<file path="src/fetch_defs.svh">
//------------------------------
// Sizes shared by the fetch front end.
// Include wherever slot counts, line size or the
// reset PC are needed.
//------------------------------
`ifndef FETCH_DEFS_SVH
`define FETCH_DEFS_SVH

// Slots per fetch group
`define FETCH_WIDTH 2
`define INSN_BYTES 4

// A group never crosses a line of this size
`define LINE_BYTES 16
`define BTB_ENTRIES 16
`define RESET_PC 32'h0000_0100

`endif

</file>
<file path="src/fetchPkg.sv">
//------------------------------
// Fetch-side types: PC, fetch slot, BTB entry,
// and the line boundary check used for grouping.
//------------------------------
`include "fetch_defs.svh"

package fetchPkg;

    localparam int insnOffBits = $clog2(`INSN_BYTES);
    localparam int lineOffBits = $clog2(`LINE_BYTES);
    localparam int btbIdxBits = $clog2(`BTB_ENTRIES);
    localparam int btbTagBits = 32 - btbIdxBits - insnOffBits;

    typedef logic [31:0] PcPath;
    typedef logic [btbIdxBits-1:0] BtbIndex;
    typedef logic [btbTagBits-1:0] BtbTag;
    typedef logic [$clog2(`FETCH_WIDTH)-1:0] SlotIdx;

    typedef struct packed {
        logic  valid;
        PcPath pc;
        logic  predTaken;
    } FetchSlot;

    typedef struct packed {
        logic  valid;
        BtbTag tag;
        PcPath target;
        logic  taken;
    } BtbEntry;

    // True when the two PCs fall in different instruction lines
    function automatic logic stepsOverLine(PcPath pcA, PcPath pcB);
        return pcA[31:lineOffBits] != pcB[31:lineOffBits];
    endfunction

endpackage

</file>
<file path="src/wbPkg.sv">
//------------------------------
// Wishbone bus types used by the fetch port.
//------------------------------

package wbPkg;

    typedef logic [31:0] WbAddr;
    typedef logic [31:0] WbData;
    typedef logic [3:0]  WbSel;

    // Instruction reads always fetch the full word
    localparam WbSel wbSelAll = '1;

endpackage
</file>
<file path="src/fetchIfs.sv">
//------------------------------
// Interfaces inside the fetch unit: BTB lookup
// per slot, and the group hand-off to the bus port.
//------------------------------
`timescale 1ns/1ps
`include "fetch_defs.svh"

interface btbLookupIf;
    import fetchPkg::*;

    PcPath slotPc [`FETCH_WIDTH];
    logic  hit    [`FETCH_WIDTH];
    logic  taken  [`FETCH_WIDTH];
    PcPath target [`FETCH_WIDTH];

    modport stage (output slotPc, input hit, input taken, input target);
    modport btb (input slotPc, output hit, output taken, output target);
endinterface

interface groupIf;
    import fetchPkg::*;

    FetchSlot groupSlots [`FETCH_WIDTH];
    logic     groupTake;
    logic     redirectDrop;
    logic     portIdle;
    logic     groupDone;

    modport stage (output groupSlots);
    modport ctrl (output groupTake, output redirectDrop, input portIdle, input groupDone);
    modport port (input groupSlots, input groupTake, input redirectDrop,
                  output portIdle, output groupDone);
endinterface

</file>
<file path="src/branchTargetBuffer.sv">
//------------------------------
// Direct-mapped BTB. Each slot PC is looked up in
// the same cycle; updates land at the clock edge.
//------------------------------
`timescale 1ns/1ps
`include "fetch_defs.svh"

module branchTargetBuffer (
    input  logic            clock,
    input  logic            rst,
    input  logic            updValid,
    input  fetchPkg::PcPath updPc,
    input  fetchPkg::PcPath updTarget,
    input  logic            updTaken,
    btbLookupIf.btb         lookup
);
    import fetchPkg::*;

    BtbEntry entries [`BTB_ENTRIES];

    // Index from the word address, tag from the bits above it
    function automatic BtbIndex indexOf(PcPath pc);
        return pc[insnOffBits +: btbIdxBits];
    endfunction

    function automatic BtbTag tagOf(PcPath pc);
        return pc[31 -: btbTagBits];
    endfunction

    always_ff @(posedge clock) begin
        if (rst) begin
            for (int i = 0; i < `BTB_ENTRIES; i++) begin
                entries[i].valid <= 1'b0;
            end
        end else if (updValid) begin
            entries[indexOf(updPc)] <= '{
                valid:  1'b1,
                tag:    tagOf(updPc),
                target: updTarget,
                taken:  updTaken
            };
        end
    end

    for (genvar g = 0; g < `FETCH_WIDTH; g++) begin : gLookup
        BtbEntry slotEntry;

        assign slotEntry = entries[indexOf(lookup.slotPc[g])];
        assign lookup.hit[g] = slotEntry.valid && (slotEntry.tag == tagOf(lookup.slotPc[g]));
        assign lookup.taken[g] = slotEntry.taken;
        assign lookup.target[g] = slotEntry.target;
    end

    // Branches sit on word boundaries, so the low bits carry no index info
    updAligned: assert property (
        @(posedge clock) disable iff (rst)
        updValid |-> (updPc[insnOffBits-1:0] == '0)
    );

endmodule

</file>
<file path="src/fetchControl.sv">
//------------------------------
// Fetch sequencing FSM. Hands groups to the bus
// port, advances the PC and drains on a redirect.
//------------------------------
`timescale 1ns/1ps

module fetchControl (
    input  logic  clock,
    input  logic  rst,
    input  logic  redirectValid,
    output logic  pcWrite,
    groupIf.ctrl  grp
);

    typedef enum logic [1:0] {
        ctlIdle,
        ctlBusy,
        ctlDrain
    } CtrlState;

    CtrlState state;

    // Take and PC advance happen together, so one group is queued behind the port
    assign grp.groupTake = (state == ctlIdle) && grp.portIdle && !redirectValid;
    assign grp.redirectDrop = redirectValid;
    assign pcWrite = redirectValid || grp.groupTake;

    always_ff @(posedge clock) begin
        if (rst) begin
            state <= ctlIdle;
        end else if (redirectValid) begin
            state <= ctlDrain;
        end else begin
            case (state)
                ctlIdle: if (grp.groupTake) state <= ctlBusy;
                ctlBusy: if (grp.groupDone) state <= ctlIdle;
                // wait for an open bus cycle to finish
                ctlDrain: if (grp.portIdle) state <= ctlIdle;
                default: state <= ctlIdle;
            endcase
        end
    end

    // The port must accept the group it is given
    takeOnIdle: assert property (
        @(posedge clock) disable iff (rst)
        grp.groupTake |-> grp.portIdle ##1 !grp.portIdle
    );

endmodule

</file>
<file path="src/fetchUnit.sv">
//------------------------------
// Fetch front end top level. Joins the next-PC
// stage, BTB, control FSM and Wishbone port.
//------------------------------
`timescale 1ns/1ps

module fetchUnit (
    input  logic            clock,
    input  logic            rst,
    input  logic            redirectValid,
    input  fetchPkg::PcPath redirectPc,
    input  logic            btbUpdValid,
    input  fetchPkg::PcPath btbUpdPc,
    input  fetchPkg::PcPath btbUpdTarget,
    input  logic            btbUpdTaken,
    output logic            wbCyc,
    output logic            wbStb,
    output logic            wbWe,
    output wbPkg::WbAddr    wbAdr,
    output wbPkg::WbSel     wbSel,
    input  wbPkg::WbData    wbDatIn,
    input  logic            wbAck,
    output logic            outValid,
    input  logic            outReady,
    output fetchPkg::PcPath outPc,
    output wbPkg::WbData    outInsn,
    output logic            outPredTaken
);

    logic pcWrite;

    btbLookupIf btbIf ();
    groupIf     grpIf ();

    nextPcStage stage0 (
        .clock(clock), .rst(rst), .pcWrite(pcWrite), .redirectValid(redirectValid),
        .redirectPc(redirectPc), .btb(btbIf.stage), .grp(grpIf.stage)
    );

    branchTargetBuffer btb0 (
        .clock(clock), .rst(rst), .updValid(btbUpdValid), .updPc(btbUpdPc),
        .updTarget(btbUpdTarget), .updTaken(btbUpdTaken), .lookup(btbIf.btb)
    );

    fetchControl ctrl0 (
        .clock(clock), .rst(rst), .redirectValid(redirectValid), .pcWrite(pcWrite),
        .grp(grpIf.ctrl)
    );

    wbFetchPort port0 (
        .clock(clock), .rst(rst), .grp(grpIf.port),
        .wbCyc(wbCyc), .wbStb(wbStb), .wbWe(wbWe), .wbAdr(wbAdr), .wbSel(wbSel),
        .wbDatIn(wbDatIn), .wbAck(wbAck),
        .outValid(outValid), .outReady(outReady), .outPc(outPc), .outInsn(outInsn),
        .outPredTaken(outPredTaken)
    );

endmodule

</file>
<file path="src/nextPcStage.sv">
//------------------------------
// Next-PC stage. Holds the fetch PC, forms the
// current group and picks the following PC from
// a redirect, a taken BTB hit or the sequential path.
//------------------------------
`timescale 1ns/1ps
`include "fetch_defs.svh"

module nextPcStage (
    input  logic            clock,
    input  logic            rst,
    input  logic            pcWrite,
    input  logic            redirectValid,
    input  fetchPkg::PcPath redirectPc,
    btbLookupIf.stage       btb,
    groupIf.stage           grp
);
    import fetchPkg::*;

    PcPath    pc;
    PcPath    slotPc [`FETCH_WIDTH];
    FetchSlot slots  [`FETCH_WIDTH];
    PcPath    predNextPc;
    PcPath    nextPc;
    logic     takenSeen;

    for (genvar g = 0; g < `FETCH_WIDTH; g++) begin : gSlot
        assign slotPc[g] = pc + PcPath'(g * `INSN_BYTES);
        assign btb.slotPc[g] = slotPc[g];
        assign grp.groupSlots[g] = slots[g];
    end

    // Slots after a line crossing or after a taken prediction are invalid
    always_comb begin
        takenSeen = 1'b0;
        predNextPc = pc;
        for (int i = 0; i < `FETCH_WIDTH; i++) begin
            slots[i].pc = slotPc[i];
            slots[i].valid = !takenSeen && !stepsOverLine(pc, slotPc[i]);
            slots[i].predTaken = slots[i].valid && btb.hit[i] && btb.taken[i];
            // Last valid slot decides where fetch continues
            if (slots[i].valid) begin
                if (slots[i].predTaken) begin
                    predNextPc = btb.target[i];
                end else begin
                    predNextPc = slotPc[i] + PcPath'(`INSN_BYTES);
                end
            end
            if (slots[i].predTaken) begin
                takenSeen = 1'b1;
            end
        end
    end

    // Back-end redirect wins over any prediction
    assign nextPc = redirectValid ? redirectPc : predNextPc;

    always_ff @(posedge clock) begin
        if (rst) begin
            pc <= `RESET_PC;
        end else if (pcWrite) begin
            pc <= nextPc;
        end
    end

    // A group always carries at least its first instruction, on a word boundary
    slotZeroValid: assert property (
        @(posedge clock) disable iff (rst)
        grp.groupSlots[0].valid && (pc[insnOffBits-1:0] == '0)
    );

endmodule

</file>
<file path="src/wbFetchPort.sv">
//------------------------------
// Wishbone classic read master. Fetches each valid
// slot of a group and offers it on valid/ready.
//------------------------------
`timescale 1ns/1ps
`include "fetch_defs.svh"

module wbFetchPort (
    input  logic            clock,
    input  logic            rst,
    groupIf.port            grp,
    output logic            wbCyc,
    output logic            wbStb,
    output logic            wbWe,
    output wbPkg::WbAddr    wbAdr,
    output wbPkg::WbSel     wbSel,
    input  wbPkg::WbData    wbDatIn,
    input  logic            wbAck,
    output logic            outValid,
    input  logic            outReady,
    output fetchPkg::PcPath outPc,
    output wbPkg::WbData    outInsn,
    output logic            outPredTaken
);
    import fetchPkg::*;
    import wbPkg::*;

    typedef enum logic [1:0] {
        stIdle,
        stBus,
        stOut
    } PortState;

    PortState state;
    FetchSlot slots [`FETCH_WIDTH];
    SlotIdx   slotIdx;
    SlotIdx   nextIdx;
    logic     lastSlot;
    logic     dropping;

    assign wbWe = 1'b0;
    assign wbSel = wbSelAll;

    assign nextIdx = slotIdx + 1'b1;
    assign lastSlot = (slotIdx == SlotIdx'(`FETCH_WIDTH - 1)) || !slots[nextIdx].valid;

    assign grp.portIdle = (state == stIdle);
    assign grp.groupDone = (state == stOut) && outReady && lastSlot && !grp.redirectDrop;

    always_ff @(posedge clock) begin
        if (rst) begin
            state <= stIdle;
            wbCyc <= 1'b0;
            wbStb <= 1'b0;
            outValid <= 1'b0;
            dropping <= 1'b0;
        end else begin
            case (state)
                stIdle: begin
                    if (grp.groupTake) begin
                        slots <= grp.groupSlots;
                        slotIdx <= '0;
                        wbAdr <= grp.groupSlots[0].pc;
                        wbCyc <= 1'b1;
                        wbStb <= 1'b1;
                        dropping <= 1'b0;
                        state <= stBus;
                    end
                end
                stBus: begin
                    // A cycle cannot be abandoned, so remember the drop until ack
                    if (grp.redirectDrop) begin
                        dropping <= 1'b1;
                    end
                    if (wbAck) begin
                        wbCyc <= 1'b0;
                        wbStb <= 1'b0;
                        if (dropping || grp.redirectDrop) begin
                            state <= stIdle;
                        end else begin
                            outValid <= 1'b1;
                            outPc <= slots[slotIdx].pc;
                            outInsn <= wbDatIn;
                            outPredTaken <= slots[slotIdx].predTaken;
                            state <= stOut;
                        end
                    end
                end
                stOut: begin
                    if (grp.redirectDrop) begin
                        outValid <= 1'b0;
                        state <= stIdle;
                    end else if (outReady) begin
                        outValid <= 1'b0;
                        if (lastSlot) begin
                            state <= stIdle;
                        end else begin
                            slotIdx <= nextIdx;
                            wbAdr <= slots[nextIdx].pc;
                            wbCyc <= 1'b1;
                            wbStb <= 1'b1;
                            state <= stBus;
                        end
                    end
                end
                default: state <= stIdle;
            endcase
        end
    end

    // Strobe only inside a cycle, and a cycle ends only on its ack
    stbInCyc: assert property (
        @(posedge clock) disable iff (rst)
        (!wbStb || wbCyc) && (!$fell(wbCyc) || $past(wbAck))
    );

    // Address and strobe stay put until the slave acks
    stbHeld: assert property (
        @(posedge clock) disable iff (rst)
        wbStb && !wbAck |=> wbStb && $stable(wbAdr)
    );

    outHeld: assert property (
        @(posedge clock) disable iff (rst)
        outValid && !outReady |=>
            !outValid || ($stable(outPc) && $stable(outInsn) && $stable(outPredTaken))
    );

endmodule

</file>
<file path="config.mk">
export PLATFORM = sky130hd
export DESIGN_NAME = fetchUnit
export DESIGN_NICKNAME = d
export VERILOG_FILES = /design/src/fetchPkg.sv /design/src/wbPkg.sv /design/src/fetchIfs.sv /design/src/branchTargetBuffer.sv /design/src/fetchControl.sv /design/src/fetchUnit.sv /design/src/nextPcStage.sv /design/src/wbFetchPort.sv
export VERILOG_INCLUDE_DIRS = /design/src
export SDC_FILE = /design/constraint.sdc
export NUM_CORES = 2
export LEC_CHECK = 0
export ABC_AREA = 0
export BUFFER_PORTS_ARGS = -buffer_cell sky130_fd_sc_hd__buf_2
export CORE_MARGIN = 5
export CORE_UTILIZATION = 65
export DETAILED_ROUTE_END_ITERATION = 16
export PLACE_DENSITY = 0.83
export SETUP_SLACK_MARGIN = 0.4
export SKIP_CTS_REPAIR_TIMING = 1
export SYNTH_ARGS = -nofsm -noshare
export SYNTH_HDL_FRONTEND = slang
export SYNTH_SLANG_ARGS = --single-unit
</file>
<file path="constraint.sdc">
create_clock -name clock -period 17.95 [get_ports clock]
set_clock_uncertainty 0.1 [all_clocks]
set_input_delay 0.8975 -clock clock [delete_from_list [all_inputs] [get_ports clock]]
set_output_delay 0.8975 -clock clock [all_outputs]
set_load 0.02 [all_outputs]
</file>
==> run_results.csv <==
group,metric,value,unit
die,dieWidth,300,um
yosys,async_reset_ff_frac,0,
yosys,synth_edf_count,1107,
clock_network,cts_sinks,1166,
layout,nets,3474,
yosys,ys_types,83,
yosys,syn_area_per_cell,17.3,um^2
setup_path,crit-reg2reg-launch,"stage0.pc[2]",
routing,via_count,34584,
global_route,grt-ovfl-total,0,
setup_path,end_kind,"flop",
die,die_area,90000,um^2
yosys,yosysTopAreaCell,"edfxtp_1",
sta,fin_crit,7620,ps
global_route,grt_pass1_wl,241,mm
global_route,antenna_found_initial,19,
layout,final_common_cell,"edfxtp_1",
die,start_util,0.654,
sta,final_max_slew_viol_count,0,
routing,drcViolationCount,0,
pwr,combPwrFrac,0.137,
setup_path,crit_start,"stage0.pc[2]",
routing,routed_wl,167,mm
clock_network,root_buffer,"clkbuf_16",
pwr,ir_drop,0.0000871,V
global_route,first_global_vias,34796,
layout,ff_latch_area,34400,um^2
clock_network,cts_tree,"yes",
placed_design,port_buffers,232,
setup_path,crit_type,"reg2reg",
sta,relSlewSlack,0.206,
layout,drive_above_1_share,0.317,
routing,drt_iter0_drc,6574,
sta,whs,261,ps
pwr,p_leak,19.8,nW
sta,setup-violations-final,0,
clock_network,cts_made_buffers,113,
pwr,switching_share,0.259,
sta,tightest_slew,1190,ps
layout,final_cell_mix,"edfxtp_1 (1107), mux4_2 (500), nand2_1 (319), buf_2 (232), mux2i_1 (115)",
placed_design,place_congestion,1.01,
layout,multi_input_area,19200,um^2
die,core-area,83600,um^2
die,row_count,106,
pwr,p_int,4.87,mW
sta,finalCritPeriodShare,0.425,
global_route,grt_usage,0.370,
pwr,seq_power_share,0.472,
sta,tns,0,ps
yosys,ys.flop_type,"edfxtp_1",
placed_design,dp_hpwl,97.0,mm
sta,finalHoldViolCount,0,
clock_network,clock_path_buffers,3,
clock_network,ctsHtreeMaxLevel,3,
yosys,synth.area.top_cells,"edfxtp_1 (61%), mux4_2 (21%), nand2_1 (2.2%), dfxtp_1 (2.2%), mux2i_1 (2.1%)",
run,drv_cap,0,
global_route,grt_start_max_net_pins,144,
setup_path,required,18500,ps
yosys,syn_area,54600,um^2
routing,avgViaCountPerCell,7.64,
run_status,status,"completed",
routing,drt_first_pass_iters,7,
die,fp.dieH,300,um
layout,fillers,4606,
min_path,hold_path.class,"in2reg",
yosys,ys_ff_latch,1166,
min_path,min_from,"wbDatIn[8]",
setup_path,arrival,8170,ps
clock_network,clock_latency,730,ps
routing,antenna_left,0,
yosys,yosys_warnings,0,
routing,wire_per_inst,36.9,um
die,io_pins,240,
pwr,power_frac_clock,0.391,
setup_path,startpoint_type,"flop",
sta,rsz0062_at_grt,"no",
sta,fin_ws,10330,ps
pwr,power.density,108,nW/um^2
yosys,yosysTopAreaCellShare,0.608,
yosys,syn_inst,3161,
pwr,power.switching,1.70,mW
clock_network,path_clk_slew,70,ps
sta,fmax,131,MHz
layout,area_growth,11.3,%
setup_path,crit_fanout,109,
yosys,ys_seq_area_frac,0.630,
placed_design,place_ws,10280,ps
-- path summary, 6_finish.rpt --
path	endpoint	slack (ps)	cells past startpoint
max	stage0.pc[0]	10330	14
min	port0.outInsn[8]	260	1
max reg2reg	stage0.pc[0]	10330	14
min reg2reg	port0.outPc[1]	360	0
-- power by group through the flow --
stage	Sequential (mW)	Clock [mW]	Combinational [mW]
final	3.10	2.57	0.903
after CTS	3.10	2.56	0.878
after floorplan	3.12	0	0.593
after global routing	3.10	2.70	0.933
after detailed placement	3.15	0	0.863
after global placement	3.15	0	0.843
-- synthesized netlist by cell type (all sizes together) (29+ instances only) --
master     n
inv       31
nand3     73
clkbuf   113
a31oi     34
a21oi     69
mux4     500
mux2i    115
buf      125
and3      43
o211ai    29
nand2    320
o21ai     73
or3       31
nor2      70
edfxtp  1107
mux2      47
xnor2     63
dfxtp     59
-- registers in the layout, indices dropped and copies added, names as in the netlist, named ones only --
name	flops
btb0.entries	960
port0.slots	65
port0.outInsn	32
port0.outPc	32
port0.wbAdr	32
stage0.pc	32
ctrl0.state	2
port0.state	2
port0.dropping	1
port0.outPredTaken	1
port0.outValid	1
port0.slotIdx	1
port0.wbCyc	1
-- logic make-up (layout without fill, tap and decap cells) --
logic type      after synthesis  in the layout  synth area share
compound gates              303            303            0.0360
xor+xnor                     84             84            0.0144
fa+ha+maj                     2              2          0.000458
buf+inv                     271            542            0.0224
flops                      1166           1166             0.630
mux                         662            662             0.237
other cells                   2             18          0.000137
simple gates                671            671            0.0597
-- metal layers --
layer  wire [um]  vias up  track usage  share of wire
met2       77300     3460        0.569           0.46
met1       54200    17193        0.492           0.32
met3       26700      602        0.122           0.16
li1            -    13319            -              -
met5          68        -            0        0.00041
met4        9010       10        0.168          0.054
-- cell type report --
class / count / area share
sequential: 1166 / 0.566
clock inverter: 77 / 0.0165
multi-input combinational: 1727 / 0.315
clock buffer: 136 / 0.0492
antenna: 13 / 0.000535
tap: 1080 / 0.0222
inverter: 33 / 0.00216
timing repair buffer: 296 / 0.0276
-- worst max-delay path: stages, from the launching register on --
cell     delay [ps]
dfxtp_4         830
buf_12          520
inv_2           530
ha_4            940
inv_1           690
nor2_1          660
nand3_1         140
a41oi_1         290
xnor2_1         120
or4_4           570
nor4_4          390
nand2_2         390
o41ai_1         920
a21o_1          220
o221a_2         170
-- stage by stage --
| step | util | area (um^2) | total power, mW | cells |
|---|---|---|---|---|
| finish | 0.728 | 60800 | 6.57 | 4528 |
| global route | 0.728 | 60800 | 6.73 | 4524 |
| CTS | 0.727 | 60800 | 6.54 | 4515 |
| detailed placement | 0.680 | 56800 | 4.02 | 4302 |
| global placement | 0.680 | 56800 | 3.99 | 4302 |
| floorplan | - | 54600 | 3.71 | 3164 |
(Power assumes the default switching activity.)
